==> src/hw/iccm_pkg.sv <==
// ICCM shared definitions
// Bank geometry, stored word and pair types, operations, access strobe and
// controller states
`default_nettype none

package iccm_pkg;

   //**************************************************************************
   // Geometry
   //**************************************************************************
   localparam int ICCM_NUM_BANKS = 4;
   localparam int ICCM_BANK_BITS = 2;    // Word index bits that pick the bank
   localparam int ICCM_WORD_W    = 39;   // Stored width of an opaque word
   localparam int ICCM_DATA_W    = 32;   // Instruction bits in the low part of a word

   typedef logic [ICCM_WORD_W-1:0] iccm_word_t;

   // lo word at the address and hi word at the next word index
   typedef struct packed {
      iccm_word_t hi;
      iccm_word_t lo;
   } iccm_pair_t;

   //**************************************************************************
   // Operations and strobes
   //**************************************************************************
   typedef enum logic [1:0] {
      ICCM_OP_READ     = 2'b00,
      ICCM_OP_WR_WORD  = 2'b01,
      ICCM_OP_WR_DWORD = 2'b10,   // 8-byte aligned only
      ICCM_OP_CORRECT  = 2'b11    // Load a redundant row
   } iccm_op_e;

   // One-cycle access strobe from the controller
   typedef struct packed {
      logic wren;
      logic rden;
      logic correct;
      logic dword;     // Write covers the next word too
   } iccm_access_t;

   typedef enum logic [1:0] {
      ST_IDLE   = 2'b00,
      ST_ACCESS = 2'b01,
      ST_DATA   = 2'b10,
      ST_ACK    = 2'b11
   } iccm_ctrl_state_e;

endpackage

`default_nettype wire

==> src/hw/iccm_bank_decode.sv <==
// ICCM bank decode
// Computes the next word index, per-bank enables and row addresses, and
// steers the two write legs to their banks
`timescale 1ns/1ps
`default_nettype none

module iccm_bank_decode
   import iccm_pkg::*;
#(
   parameter int ICCM_BITS = 12
) (
   input  iccm_access_t                                            acc,
   input  logic [ICCM_BITS-1:1]                                    addr,
   input  iccm_pair_t                                              wr_data,
   output logic [ICCM_NUM_BANKS-1:0]                               bank_en,
   output logic [ICCM_NUM_BANKS-1:0]                               bank_we,
   output logic [ICCM_NUM_BANKS-1:0][ICCM_BITS-3-ICCM_BANK_BITS:0] bank_row,
   output iccm_word_t [ICCM_NUM_BANKS-1:0]                         bank_wdata
);

   localparam int IDX_W = ICCM_BITS - 2;             // Word index width
   localparam int ROW_W = IDX_W - ICCM_BANK_BITS;    // Row inside a bank

   logic [IDX_W-1:0]          word_idx;
   logic [IDX_W-1:0]          next_idx;
   logic [ICCM_BANK_BITS-1:0] word_bank;
   logic [ICCM_BANK_BITS-1:0] next_bank;
   logic [ROW_W-1:0]          word_row;
   logic [ROW_W-1:0]          next_row;
   logic                      use_word;
   logic                      use_next;

   assign word_idx  = addr[ICCM_BITS-1:2];
   assign next_idx  = word_idx + 1'b1;     // Bank 3 wraps to bank 0 of the next row
   assign word_bank = word_idx[ICCM_BANK_BITS-1:0];
   assign next_bank = next_idx[ICCM_BANK_BITS-1:0];
   assign word_row  = word_idx[IDX_W-1:ICCM_BANK_BITS];
   assign next_row  = next_idx[IDX_W-1:ICCM_BANK_BITS];

   // Corrects touch no bank
   assign use_word = acc.rden | acc.wren;
   assign use_next = acc.rden | (acc.wren & acc.dword);

   //**************************************************************************
   // Per-bank steering
   //**************************************************************************
   for (genvar i = 0; i < ICCM_NUM_BANKS; i++) begin : g_bank
      logic is_word;
      logic is_next;

      assign is_word = (word_bank == ICCM_BANK_BITS'(i));
      assign is_next = (next_bank == ICCM_BANK_BITS'(i));

      assign bank_en[i]    = (use_word & is_word) | (use_next & is_next);
      assign bank_we[i]    = acc.wren & bank_en[i];
      assign bank_row[i]   = is_next ? next_row : word_row;
      assign bank_wdata[i] = is_word ? wr_data.lo : wr_data.hi;   // lo leg to word bank
   end

endmodule

`default_nettype wire

==> config.mk <==
export PLATFORM = sky130hd
export DESIGN_NAME = iccm_bank_decode
export DESIGN_NICKNAME = d
export VERILOG_FILES = /design/src/hw/iccm_pkg.sv /design/src/hw/iccm_bank_decode.sv
export SDC_FILE = /design/constraint.sdc
export NUM_CORES = 1
export LEC_CHECK = 0
export ABC_CLOCK_PERIOD_IN_PS = 1700
export BUFFER_PORTS_ARGS = -buffer_cell sky130_fd_sc_hd__buf_4
export CAP_MARGIN = 20
export CORE_AREA = 3 3 111 113
export DETAILED_ROUTE_END_ITERATION = 7
export DIE_AREA = 0 0 114 116
export GPL_ROUTABILITY_DRIVEN = 0
export GPL_TIMING_DRIVEN = 0
export PLACE_DENSITY = 0.63
export SYNTH_ARGS = -nofsm -noshare
export SYNTH_HDL_FRONTEND = slang
export SYNTH_SLANG_ARGS = --single-unit
==> constraint.sdc <==
create_clock -name vclk -period 1.7
set_clock_uncertainty 0.05 [all_clocks]
set_input_delay 0.255 -clock vclk [all_inputs]
set_output_delay 0.255 -clock vclk [all_outputs]
set_load 0.02 [all_outputs]
======== After elaboration in Yosys (flattened, before gate mapping) ========
Cells that the tools add are included.
storage, ports and cells
  bits of input ports ..................... 93
  flip-flop bits (word level) ............. 0
  ROM bits ................................ 0
  memories ................................ 0
  output and inout bits ................... 196
  latch bits .............................. 0
  bits in writable memories ............... 0
  logic and storage cells ................. 36
cells by class
  shift-type cells ........................ 0
  magnitude comparators ................... 0
  bitwise logic cells ..................... 19
  add/sub/neg operators ................... 1
  $mul .................................... 0
  div/mod/pow operators ................... 0
  eq/ne operators ......................... 6
  muxes and demuxes ....................... 8
  reduce and logical (&&, ||, !) cells .... 2
operators by type and width
  kind                                                              number
  39-bit two-way mux                                                4
  8-bit two-way mux                                                 4
  1-bit AND                                                         13
  10-bit by 1-bit adder with 10-bit output (second input constant)  1
  2-bit == test (second input constant)                             4
  1-bit bitwise OR                                                  6
  2-bit by 1-bit == test with 1-bit output (second input constant)  2
  2-bit logical NOT                                                 2

======== Longest topological paths before layout ========
Gate-level depths: netlist of the first run.
  depth after elaboration ................. 5
  mapped depth ............................ 5
  gate-level depth less buffers ........... 3

======== Worst setup path after synthesis of the first run ========
No wires, ideal clock.
  kind .................................... input to output
  start ................................... input port addr[3] (netlist bit)
  end ..................................... output port bank_en[0]
  stages on the path ...................... 5
  path buffers ............................ 2
  path slack .............................. 0.174 ns
  arrival ................................. 1.221 ns
  data required time ...................... 1.395 ns
  cells stage by stage .................... buf_4 -> inv_2 -> nor2_4 -> buf_4 -> a211oi_1
on the way
  longest elaborated chain between the ends .. 4
  elaborated cells on any way between the ends .. 6
  those cells by class .................... add/sub: 1; bitwise: 3; reduce/logical: 2
RTL lines
  item                                      RTL line                RTL
  from (decl)                               iccm_bank_decode.sv:13  input logic [ICCM_BITS-1:1] addr,
  10-bit by 1-bit adder with 10-bit output  iccm_bank_decode.sv:34  assign next_idx = word_idx + 1'b1;
  2-bit logical NOT                         iccm_bank_decode.sv:52  assign is_next = (next_bank == ICCM_BANK_BITS'(i));
  1-bit AND                                 iccm_bank_decode.sv:54  assign bank_en[i] = (use_word & is_word) | (use_next & is_next);
  1-bit bitwise OR (*)                      iccm_bank_decode.sv:54
  to (decl)                                 iccm_bank_decode.sv:15  output logic [ICCM_NUM_BANKS-1:0] bank_en,
Every way passes the cells marked *; elsewhere a longest branch is shown, timed or not.

==> flow_results.xml, run 1 <==
<?xml version="1.0" encoding="UTF-8"?>
<metrics>
  <group name="run_status">
    <metric name="status" unit="">finished with violations</metric>
    <metric name="violations_in_the_final_reports" unit="">setup timing</metric>
  </group>
  <group name="logic_synthesis">
    <metric name="ys.warnings.count" unit="">0</metric>
    <metric name="synth_top_cells_by_area" unit="">sky130_fd_sc_hd__mux2_2, sky130_fd_sc_hd__mux2_4, sky130_fd_sc_hd__clkbuf_1, sky130_fd_sc_hd__mux2_1, sky130_fd_sc_hd__buf_6</metric>
    <metric name="netlist_top_cells_count" unit="">sky130_fd_sc_hd__mux2_2, sky130_fd_sc_hd__clkbuf_1, sky130_fd_sc_hd__mux2_4</metric>
    <metric name="synth_area_leader_cell" unit="">sky130_fd_sc_hd__mux2_2</metric>
    <metric name="synth_seq_area_share" unit="">0</metric>
    <metric name="mapped_avg_cell_area" unit="um^2">9.52</metric>
    <metric name="post_synth_inst_count" unit="">239</metric>
    <metric name="synth_fp_nets" unit="">332</metric>
    <metric name="yosys.cell_count.top_type" unit="">sky130_fd_sc_hd__mux2_2</metric>
    <metric name="synth.lib_cells_used.distinct" unit="">27</metric>
    <metric name="area_of_the_mapped_netlist" unit="mm^2">0.00227</metric>
    <metric name="netlist.area_leader.share" unit="">0.693</metric>
  </group>
  <group name="routing">
    <metric name="drc" unit="">0</metric>
    <metric name="drt_pass1_iterations" unit="">4</metric>
    <metric name="postRouteWirelength" unit="um">12600</metric>
    <metric name="ant_nets" unit="">0</metric>
    <metric name="vias" unit="">3145</metric>
    <metric name="first_iter_violations" unit="">72</metric>
    <metric name="post_drt_wl_per_cell" unit="um">18.3</metric>
    <metric name="vias_per_cell" unit="">4.57</metric>
  </group>
  <group name="pwr">
    <metric name="cellPowerDensity" unit="mW/mm^2">381</metric>
    <metric name="power.total" unit="mW">2.19</metric>
    <metric name="ir_drop" unit="mV">0.231</metric>
    <metric name="p_leak" unit="nW">2.82</metric>
  </group>
  <group name="critical_path">
    <metric name="critical_path_class" unit="">in -&gt; out</metric>
    <metric name="critical_path.max_fanout" unit="">5</metric>
    <metric name="cp_data_arrival_time" unit="ns">1.43</metric>
    <metric name="timing.critical_path.from_type" unit="">input port</metric>
    <metric name="endpoint_kind_of_the_worst_setup_timing_path" unit="">output port</metric>
    <metric name="timing.critical_path.required" unit="ns">1.39</metric>
  </group>
  <group name="sta">
    <metric name="setup_tns" unit="ns">-0.695</metric>
    <metric name="achievable-frequency" unit="MHz">576</metric>
    <metric name="timing.final.crit_share" unit="">1.02</metric>
    <metric name="postLayoutSetupSlackWorst" unit="ns">-0.0372</metric>
    <metric name="finalSetupViolations" unit="">38</metric>
    <metric name="worst_slew_pin_slew" unit="ns">0.309</metric>
    <metric name="setup_repair_after_global_routing_missed_its_margin" unit="">yes</metric>
    <metric name="final.min_clock_period" unit="ns">1.74</metric>
    <metric name="timing_max_transition_violations_final" unit="">0</metric>
    <metric name="relSlewSlack" unit="">0.793</metric>
    <metric name="final_hold_viol_count" unit="">0</metric>
  </group>
  <group name="floorplanning">
    <metric name="initial_core_util" unit="">0.199</metric>
    <metric name="die_width" unit="um">114</metric>
    <metric name="design.die.area" unit="mm^2">0.0132</metric>
    <metric name="core_area" unit="mm^2">0.0114</metric>
    <metric name="die_h" unit="um">116</metric>
    <metric name="number_of_rows_created_at_floorplan" unit="">39</metric>
    <metric name="io_pins" unit="">289</metric>
  </group>
  <group name="final_layout">
    <metric name="multiInputGateArea" unit="mm^2">0.00235</metric>
    <metric name="antennaDiodeCount" unit="">0</metric>
    <metric name="area.growth.synth_to_final" unit="%">152</metric>
    <metric name="n_fill_cell" unit="">1044</metric>
    <metric name="final_net_count" unit="">640</metric>
    <metric name="layout.clock_buffers" unit="">0</metric>
    <metric name="postLayoutCoreUtil" unit="">0.502</metric>
    <metric name="post_route_cells_drive_above_1_share" unit="">0.894</metric>
    <metric name="area.sequential" unit="um^2">0</metric>
    <metric name="seq_cell_count" unit="">0</metric>
  </group>
  <group name="global_route">
    <metric name="antenna_found_initial" unit="">0</metric>
    <metric name="grt_pass1_wl" unit="um">16400</metric>
    <metric name="grtUsageTotal" unit="">0.152</metric>
    <metric name="first_global_vias" unit="">3065</metric>
    <metric name="largest_net_degree_at_the_start_of_global_routing" unit="">20</metric>
    <metric name="grt_overflow_total" unit="">0</metric>
  </group>
  <group name="min_path">
    <metric name="min_path_type" unit="">in -&gt; out</metric>
  </group>
  <group name="job">
    <metric name="max_cap_viol_count" unit="">0</metric>
  </group>
  <group name="placed_design">
    <metric name="detailed_place_hpwl" unit="um">9310</metric>
    <metric name="io_buffer_count" unit="">286</metric>
  </group>
</metrics>
==> worst paths after layout <==
check / cells past startpoint / startpoint / slack, ns / endpoint
max: 9 / addr[3] / -0.04 / bank_wdata[94]
min: 3 / addr[11] / 0.77 / bank_row[7]
==> per-layer routing <==
layer	global-route usage	share of wire	vias up
li1	-	-	1471
met1	0.164	0.36	1496
met2	0.306	0.53	168
met3	0.0413	0.098	10
met4	0.00950	0.0073	0
met5	0	0	-
==> placed cells by master (no fill, tap or decap), types with 2 or more instances in the layout <==
master                      instances
sky130_fd_sc_hd__buf_4            207
sky130_fd_sc_hd__buf_6             89
sky130_fd_sc_hd__mux2_4            85
sky130_fd_sc_hd__mux2_2            69
sky130_fd_sc_hd__clkbuf_1          24
sky130_fd_sc_hd__buf_12            10
sky130_fd_sc_hd__buf_8              8
sky130_fd_sc_hd__nor2_1             8
sky130_fd_sc_hd__clkbuf_16          7
sky130_fd_sc_hd__xnor2_1            5
sky130_fd_sc_hd__xor2_1             3
sky130_fd_sc_hd__o21a_1             3
sky130_fd_sc_hd__clkbuf_4           2
sky130_fd_sc_hd__nor2_4             2
sky130_fd_sc_hd__nor2b_4            2
sky130_fd_sc_hd__mux2_1             2
sky130_fd_sc_hd__nand4_1            2
sky130_fd_sc_hd__nand3_1            2
sky130_fd_sc_hd__nor3_2             2
sky130_fd_sc_hd__nand2_1            2
sky130_fd_sc_hd__o21ai_0            2
==> where the power goes <==
group          total [mW]  internal [mW]  switching (mW)
Sequential              0              0               0
Combinational        2.19           1.18            1.01
Clock                   0              0               0
==> cell families after synthesis <==
kind of cell	synth area share
muxes	0.789
buffers and inverters	0.104
and+or+nand+nor	0.0567
xor gates and xnor gates	0.0308
AOI/OAI and AO/OA	0.0198
==> what timing repair did <==
action,in CTS,in global routing
setup endpoints to repair,128,139
pin swaps,1,6
resized for setup,65,147
gates cloned,2,7
hold buffers,0,0
setup buffers,9,5
==> area by class of cell <==
cell class / instances / area share
Buffer: 40 / 0.0596
Inverter: 2 / 0.00218
Multi-Input combinational cell: 195 / 0.410
Tap cell: 143 / 0.0312
Timing Repair Buffer: 308 / 0.497
==> stage by stage <==
step	cells	area (um^2)	hold WS, ns	worst slack, ns
after floorplan	239	2270	0.588	0.174
after global placement	668	4600	0.774	-0.290
after detailed placement	668	4600	0.776	-0.280
after CTS	678	5010	0.776	-0.0653
after global routing	688	5730	0.792	-0.0892
final	688	5730	0.768	-0.0372
==> worst max-delay path, cell delays in order <==
cell,delay [ns]
sky130_fd_sc_hd__buf_8,0.07
sky130_fd_sc_hd__buf_8,0.12
sky130_fd_sc_hd__inv_6,0.03
sky130_fd_sc_hd__nor2_4,0.12
sky130_fd_sc_hd__buf_6,0.15
sky130_fd_sc_hd__buf_12,0.10
sky130_fd_sc_hd__buf_8,0.12
sky130_fd_sc_hd__mux2_4,0.31
sky130_fd_sc_hd__buf_6,0.13
Power figures use the tool's default switching activity.
==> run 2: changes to the inputs <==
--- a/config.mk
+++ b/config.mk
@@ -13,7 +13,8 @@
 export DIE_AREA = 0 0 114 116
 export GPL_ROUTABILITY_DRIVEN = 0
 export GPL_TIMING_DRIVEN = 0
-export PLACE_DENSITY = 0.63
+export PLACE_DENSITY = 0.53
+export SETUP_SLACK_MARGIN = 0.1
 export SYNTH_ARGS = -nofsm -noshare
 export SYNTH_HDL_FRONTEND = slang
 export SYNTH_SLANG_ARGS = --single-unit
==> flow_results.xml, run 2 (synthesis results as in run 1) <==
<?xml version="1.0" encoding="UTF-8"?>
<metrics>
  <group name="critical_path">
    <metric name="path_cells" unit="">buf_8, buf_8, inv_6, nor2_4, buf_12, buf_12, buf_12, mux2_4, buf_6</metric>
    <metric name="worst_path_largest_cell_delay" unit="ns">0.31</metric>
    <metric name="slowest_stage" unit="">sky130_fd_sc_hd__mux2_4</metric>
    <metric name="timing.critical_path.required" unit="ns">1.39</metric>
    <metric name="cp-startpoint" unit="">addr[3]</metric>
    <metric name="last_element_of_the_critical_path" unit="">bank_wdata[82]</metric>
    <metric name="timing.critical_path.depth" unit="">9</metric>
    <metric name="critical_path_class" unit="">in -&gt; out</metric>
    <metric name="cp_common_cell" unit="">sky130_fd_sc_hd__buf_12</metric>
    <metric name="critical_path.max_fanout" unit="">5</metric>
    <metric name="timing.critical_path.max_delay_family" unit="">buffers and inverters</metric>
    <metric name="cp_data_arrival_time" unit="ns">1.41</metric>
    <metric name="timing.critical_path.from_type" unit="">input port</metric>
    <metric name="endpoint_kind_of_the_worst_setup_timing_path" unit="">output port</metric>
    <metric name="cp_num_buf_inv" unit="">7</metric>
  </group>
  <group name="sta">
    <metric name="setup_repair_after_global_routing_missed_its_margin" unit="">yes</metric>
    <metric name="timing.final.crit_share" unit="">1.01</metric>
    <metric name="timing_max_transition_violations_final" unit="">0</metric>
    <metric name="achievable-frequency" unit="MHz">584</metric>
    <metric name="finalSetupViolations" unit="">14</metric>
    <metric name="worst_slew_pin_slew" unit="ns">0.296</metric>
    <metric name="postLayoutSetupSlackWorst" unit="ns">-0.0138</metric>
    <metric name="relSlewSlack" unit="">0.800</metric>
    <metric name="final.min_clock_period" unit="ns">1.71</metric>
    <metric name="final_hold_viol_count" unit="">0</metric>
  </group>
  <group name="floorplanning">
    <metric name="core_area" unit="mm^2">0.0114</metric>
    <metric name="design.die.area" unit="mm^2">0.0132</metric>
    <metric name="io_pins" unit="">289</metric>
    <metric name="number_of_rows_created_at_floorplan" unit="">39</metric>
    <metric name="die_h" unit="um">116</metric>
    <metric name="die_width" unit="um">114</metric>
    <metric name="initial_core_util" unit="">0.199</metric>
  </group>
  <group name="final_layout">
    <metric name="layout.clock_buffers" unit="">0</metric>
    <metric name="area.growth.synth_to_final" unit="%">175</metric>
    <metric name="final_net_count" unit="">647</metric>
    <metric name="multiInputGateArea" unit="mm^2">0.00254</metric>
    <metric name="n_fill_cell" unit="">974</metric>
    <metric name="final_cell_count_no_fill" unit="">695</metric>
    <metric name="postLayoutCellArea" unit="mm^2">0.00626</metric>
    <metric name="commonest_cells_after_routing_fill_and_taps_aside" unit="">sky130_fd_sc_hd__buf_4, sky130_fd_sc_hd__buf_6, sky130_fd_sc_hd__mux2_4</metric>
    <metric name="postLayoutCoreUtil" unit="">0.548</metric>
    <metric name="area.sequential" unit="um^2">0</metric>
    <metric name="antennaDiodeCount" unit="">0</metric>
    <metric name="post_route_cells_drive_above_1_share" unit="">0.904</metric>
    <metric name="seq_cell_count" unit="">0</metric>
    <metric name="final_common_cell" unit="">sky130_fd_sc_hd__buf_4</metric>
  </group>
  <group name="pwr">
    <metric name="p_leak" unit="nW">3.13</metric>
    <metric name="cellPowerDensity" unit="mW/mm^2">380</metric>
    <metric name="ir_drop" unit="mV">0.208</metric>
  </group>
  <group name="routing">
    <metric name="vias_per_cell" unit="">4.56</metric>
    <metric name="ant_nets" unit="">0</metric>
    <metric name="postRouteWirelength" unit="um">13200</metric>
    <metric name="post_drt_wl_per_cell" unit="um">19.0</metric>
    <metric name="first_iter_violations" unit="">123</metric>
    <metric name="drc" unit="">0</metric>
    <metric name="vias" unit="">3168</metric>
    <metric name="drt_pass1_iterations" unit="">4</metric>
  </group>
  <group name="job">
    <metric name="max_cap_viol_count" unit="">0</metric>
  </group>
  <group name="min_path">
    <metric name="min_path_type" unit="">in -&gt; out</metric>
  </group>
  <group name="placed_design">
    <metric name="dpl_cell_area" unit="mm^2">0.00460</metric>
    <metric name="io_buffer_count" unit="">286</metric>
    <metric name="post_placement_cell_count" unit="">668</metric>
    <metric name="dp_slack" unit="ns">-0.265</metric>
    <metric name="detailed_place_hpwl" unit="um">9150</metric>
  </group>
  <group name="global_route">
    <metric name="globalRouteMet1Util" unit="">0.197</metric>
    <metric name="global_route_met3_utilization" unit="">0.0256</metric>
    <metric name="first_global_vias" unit="">3209</metric>
    <metric name="busiest_layer" unit="">met2</metric>
    <metric name="grt_pass1_wl" unit="um">18100</metric>
    <metric name="grtUsageTotal" unit="">0.166</metric>
    <metric name="largest_net_degree_at_the_start_of_global_routing" unit="">11</metric>
    <metric name="grt_overflow_total" unit="">0</metric>
    <metric name="grtUsageMet2" unit="">0.328</metric>
    <metric name="antenna_found_initial" unit="">0</metric>
  </group>
  <group name="run_status">
    <metric name="status" unit="">finished with violations</metric>
    <metric name="violations_in_the_final_reports" unit="">setup timing</metric>
  </group>
  <group name="cts">
    <metric name="post_cts_hold_buffer_count" unit="">0</metric>
  </group>
</metrics>
-- run 2: cell count changes in the layout (fill, tap and decap cells not counted), moves of 2 or more --
cell	previous run	this run
sky130_fd_sc_hd__buf_12	10	21
sky130_fd_sc_hd__buf_16	0	3
sky130_fd_sc_hd__buf_4	207	164
sky130_fd_sc_hd__buf_6	89	133
sky130_fd_sc_hd__buf_8	8	4
sky130_fd_sc_hd__clkbuf_4	2	0
sky130_fd_sc_hd__mux2_1	2	0
sky130_fd_sc_hd__mux2_2	69	27
sky130_fd_sc_hd__mux2_4	85	129
-- run 2: worst min-delay path by stage --
stage / slack [ns] / endpoint / depth (start not counted) / start
finish: 0.77 / bank_row[13] / 3 / addr[9]
global route: 0.78 / bank_row[7] / 3 / addr[11]
CTS: 0.77 / bank_row[7] / 3 / addr[11]
detailed placement: 0.77 / bank_row[7] / 3 / addr[11]
global placement: 0.77 / bank_row[7] / 3 / addr[11]
floorplan: 0.59 / bank_row[1] / 1 / addr[5]
-- run 2: repair_timing --
item / 4_1_cts / 5_1_grt
cloned: 4 / 6
setup endpoints to repair: 153 / 135
setup buffers: 10 / 8
pin swaps: 5 / 9
resized for setup: 245 / 74
-- run 2: final cells by class --
| type | count | share of cell area |
|---|---|---|
| plain buffers | 42 | 0.0668 |
| multi-input cells | 195 | 0.405 |
| repair buffers | 313 | 0.498 |
| inverters | 2 | 0.00200 |
| well taps | 143 | 0.0286 |
-- run 2: per-layer routing --
| layer | share of wire | vias to the layer above |
|---|---|---|
| met2 | 0.54 | 157 |
| met1 | 0.38 | 1525 |
| met4 | 0.0041 | 0 |
| li1 | - | 1482 |
| met5 | 0 | - |
| met3 | 0.075 | 4 |
-- run 2: power by group --
| part | internal [mW] | total, mW | switching [mW] |
|---|---|---|---|
| registers | 0 | 0 | 0 |
| logic | 1.32 | 2.38 | 1.06 |
| clock network | 0 | 0 | 0 |
-- run 2: stage by stage --
step / setup TNS, ns / power [mW] / hold WS (ns)
final: -0.0681 / 2.38 / 0.775
after detailed placement: -17.88 / 1.80 / 0.772
after CTS: -0.518 / 2.22 / 0.772
after global routing: -0.936 / 2.49 / 0.784
after global placement: -19.23 / 1.80 / 0.772
after floorplan: 0 / 0.957 / 0.588
==> run 3: changes to the inputs <==
--- a/config.mk
+++ b/config.mk
@@ -5,7 +5,7 @@
 export SDC_FILE = /design/constraint.sdc
 export NUM_CORES = 1
 export LEC_CHECK = 0
-export ABC_CLOCK_PERIOD_IN_PS = 1700
+export ABC_CLOCK_PERIOD_IN_PS = 1790
 export BUFFER_PORTS_ARGS = -buffer_cell sky130_fd_sc_hd__buf_4
 export CAP_MARGIN = 20
 export CORE_AREA = 3 3 111 113
@@ -14,6 +14,7 @@
 export GPL_ROUTABILITY_DRIVEN = 0
 export GPL_TIMING_DRIVEN = 0
 export PLACE_DENSITY = 0.53
+export REMOVE_ABC_BUFFERS = 1
 export SETUP_SLACK_MARGIN = 0.1
 export SYNTH_ARGS = -nofsm -noshare
 export SYNTH_HDL_FRONTEND = slang
==> constraint.sdc (replaced) <==
create_clock -name vclk -period 1.79
set_clock_uncertainty 0.05 [all_clocks]
set_input_delay 0.2685 -clock vclk [all_inputs]
set_output_delay 0.2685 -clock vclk [all_outputs]
set_load 0.02 [all_outputs]
==> flow_results.xml, run 3 (synthesis results as in run 1) <==
<?xml version="1.0" encoding="UTF-8"?>
<metrics>
  <group name="run_status">
    <metric name="status" unit="">finished, final reports clean</metric>
  </group>
  <group name="critical_path">
    <metric name="worst_path_largest_cell_delay" unit="ns">0.34</metric>
    <metric name="cp-startpoint" unit="">addr[2]</metric>
    <metric name="timing.critical_path.depth" unit="">7</metric>
    <metric name="cp_common_cell" unit="">sky130_fd_sc_hd__buf_6</metric>
    <metric name="cp_num_buf_inv" unit="">5</metric>
    <metric name="timing.critical_path.from_type" unit="">input port</metric>
    <metric name="slowest_stage" unit="">sky130_fd_sc_hd__mux2_2</metric>
    <metric name="critical_path_class" unit="">in -&gt; out</metric>
    <metric name="path_cells" unit="">buf_12, buf_6, nor2_4, buf_6, buf_12, mux2_2, buf_6</metric>
    <metric name="cp_data_arrival_time" unit="ns">1.42</metric>
    <metric name="last_element_of_the_critical_path" unit="">bank_wdata[98]</metric>
    <metric name="endpoint_kind_of_the_worst_setup_timing_path" unit="">output port</metric>
    <metric name="timing.critical_path.max_delay_family" unit="">buffers and inverters</metric>
    <metric name="critical_path.max_fanout" unit="">6</metric>
    <metric name="timing.critical_path.required" unit="ns">1.47</metric>
  </group>
  <group name="global_route">
    <metric name="antenna_found_initial" unit="">0</metric>
    <metric name="grt_pass1_wl" unit="um">17700</metric>
    <metric name="grt_overflow_total" unit="">0</metric>
    <metric name="largest_net_degree_at_the_start_of_global_routing" unit="">23</metric>
    <metric name="grtUsageTotal" unit="">0.170</metric>
    <metric name="first_global_vias" unit="">3065</metric>
  </group>
  <group name="floorplanning">
    <metric name="die_h" unit="um">116</metric>
    <metric name="core_area" unit="mm^2">0.0114</metric>
    <metric name="die_width" unit="um">114</metric>
    <metric name="io_pins" unit="">289</metric>
    <metric name="number_of_rows_created_at_floorplan" unit="">39</metric>
    <metric name="design.die.area" unit="mm^2">0.0132</metric>
    <metric name="initial_core_util" unit="">0.199</metric>
  </group>
  <group name="placed_design">
    <metric name="detailed_place_hpwl" unit="um">8980</metric>
    <metric name="io_buffer_count" unit="">287</metric>
    <metric name="dp_slack" unit="ns">-0.419</metric>
  </group>
  <group name="cts">
    <metric name="post_cts_hold_buffer_count" unit="">0</metric>
  </group>
  <group name="final_layout">
    <metric name="final_net_count" unit="">617</metric>
    <metric name="area.sequential" unit="um^2">0</metric>
    <metric name="post_route_cells_drive_above_1_share" unit="">0.927</metric>
    <metric name="seq_cell_count" unit="">0</metric>
    <metric name="commonest_cells_after_routing_fill_and_taps_aside" unit="">sky130_fd_sc_hd__buf_4, sky130_fd_sc_hd__mux2_2, sky130_fd_sc_hd__mux2_4</metric>
    <metric name="area.growth.synth_to_final" unit="%">135</metric>
    <metric name="antennaDiodeCount" unit="">0</metric>
    <metric name="postLayoutCoreUtil" unit="">0.468</metric>
    <metric name="layout.clock_buffers" unit="">0</metric>
    <metric name="final_common_cell" unit="">sky130_fd_sc_hd__buf_4</metric>
  </group>
  <group name="sta">
    <metric name="setup_repair_after_global_routing_missed_its_margin" unit="">yes</metric>
    <metric name="timing_max_transition_violations_final" unit="">0</metric>
    <metric name="relSlewSlack" unit="">0.734</metric>
    <metric name="timing.final.crit_share" unit="">0.974</metric>
    <metric name="finalSetupViolations" unit="">0</metric>
    <metric name="postLayoutSetupSlackWorst" unit="ns">0.0470</metric>
    <metric name="final.min_clock_period" unit="ns">1.74</metric>
    <metric name="achievable-frequency" unit="MHz">574</metric>
    <metric name="worst_slew_pin_slew" unit="ns">0.399</metric>
    <metric name="final_hold_viol_count" unit="">0</metric>
  </group>
  <group name="pwr">
    <metric name="ir_drop" unit="mV">0.187</metric>
    <metric name="p_leak" unit="nW">2.59</metric>
    <metric name="cellPowerDensity" unit="mW/mm^2">366</metric>
  </group>
  <group name="routing">
    <metric name="post_drt_wl_per_cell" unit="um">19.8</metric>
    <metric name="drt_pass1_iterations" unit="">4</metric>
    <metric name="first_iter_violations" unit="">61</metric>
    <metric name="postRouteWirelength" unit="um">13100</metric>
    <metric name="vias" unit="">3047</metric>
    <metric name="drc" unit="">0</metric>
    <metric name="vias_per_cell" unit="">4.58</metric>
    <metric name="ant_nets" unit="">0</metric>
  </group>
  <group name="job">
    <metric name="max_cap_viol_count" unit="">0</metric>
  </group>
  <group name="min_path">
    <metric name="min_path_type" unit="">in -&gt; out</metric>
  </group>
</metrics>
run 3: metrics by stage:
stage / cell area [um^2] / hold WS [ns] / power [mW] / setup TNS [ns] / instances
floorplan: 2050 / 0.487 / 0.821 / -27.25 / 197
global placement: 4380 / 0.735 / 1.67 / -140.86 / 627
detailed placement: 4460 / 0.737 / 1.69 / -37.75 / 630
CTS: 5050 / 0.737 / 1.88 / 0 / 658
global route: 5340 / 0.745 / 2.06 / 0 / 665
finish: 5340 / 0.737 / 1.96 / 0 / 665
run 3: worst min-delay path by stage:
stage | start | end | cells after the start
after floorplan | addr[6] | bank_row[10] | 0
after global placement | addr[8] | bank_row[12] | 2
after detailed placement | addr[8] | bank_row[12] | 2
after CTS | addr[8] | bank_row[12] | 2
after global routing | addr[9] | bank_row[13] | 2
final | addr[8] | bank_row[12] | 2
run 3: area by class of cell:
cell class | instances | area, um^2
multi-input combinational | 199 | 2230
fill | 1071 | 6080
inverter | 2 | 10.0
tap | 143 | 179
timing repair buffer | 321 | 2920
run 3: per-layer routing:
layer	GRT usage	vias up	wire [um]
met5	0	-	0
met4	0.00317	0	0
met3	0.0319	0	1210
met2	0.336	174	6910
met1	0.198	1439	5020
li1	-	1434	-
run 3: power breakdown:
group / switching [mW] / internal (mW) / total [mW] / leakage (nW)
Sequential: 0 / 0 / 0 / 0
Clock: 0 / 0 / 0 / 0
Combinational: 0.935 / 1.02 / 1.96 / 2.59
Total: 0.935 / 1.02 / 1.96 / 2.59
run 3: repair_timing:
item	4_1_cts	5_1_grt
gates cloned	9	3
pin swaps	2	6
resized for setup	49	51
setup buffers	19	6
endpoints found under the setup margin	160	109
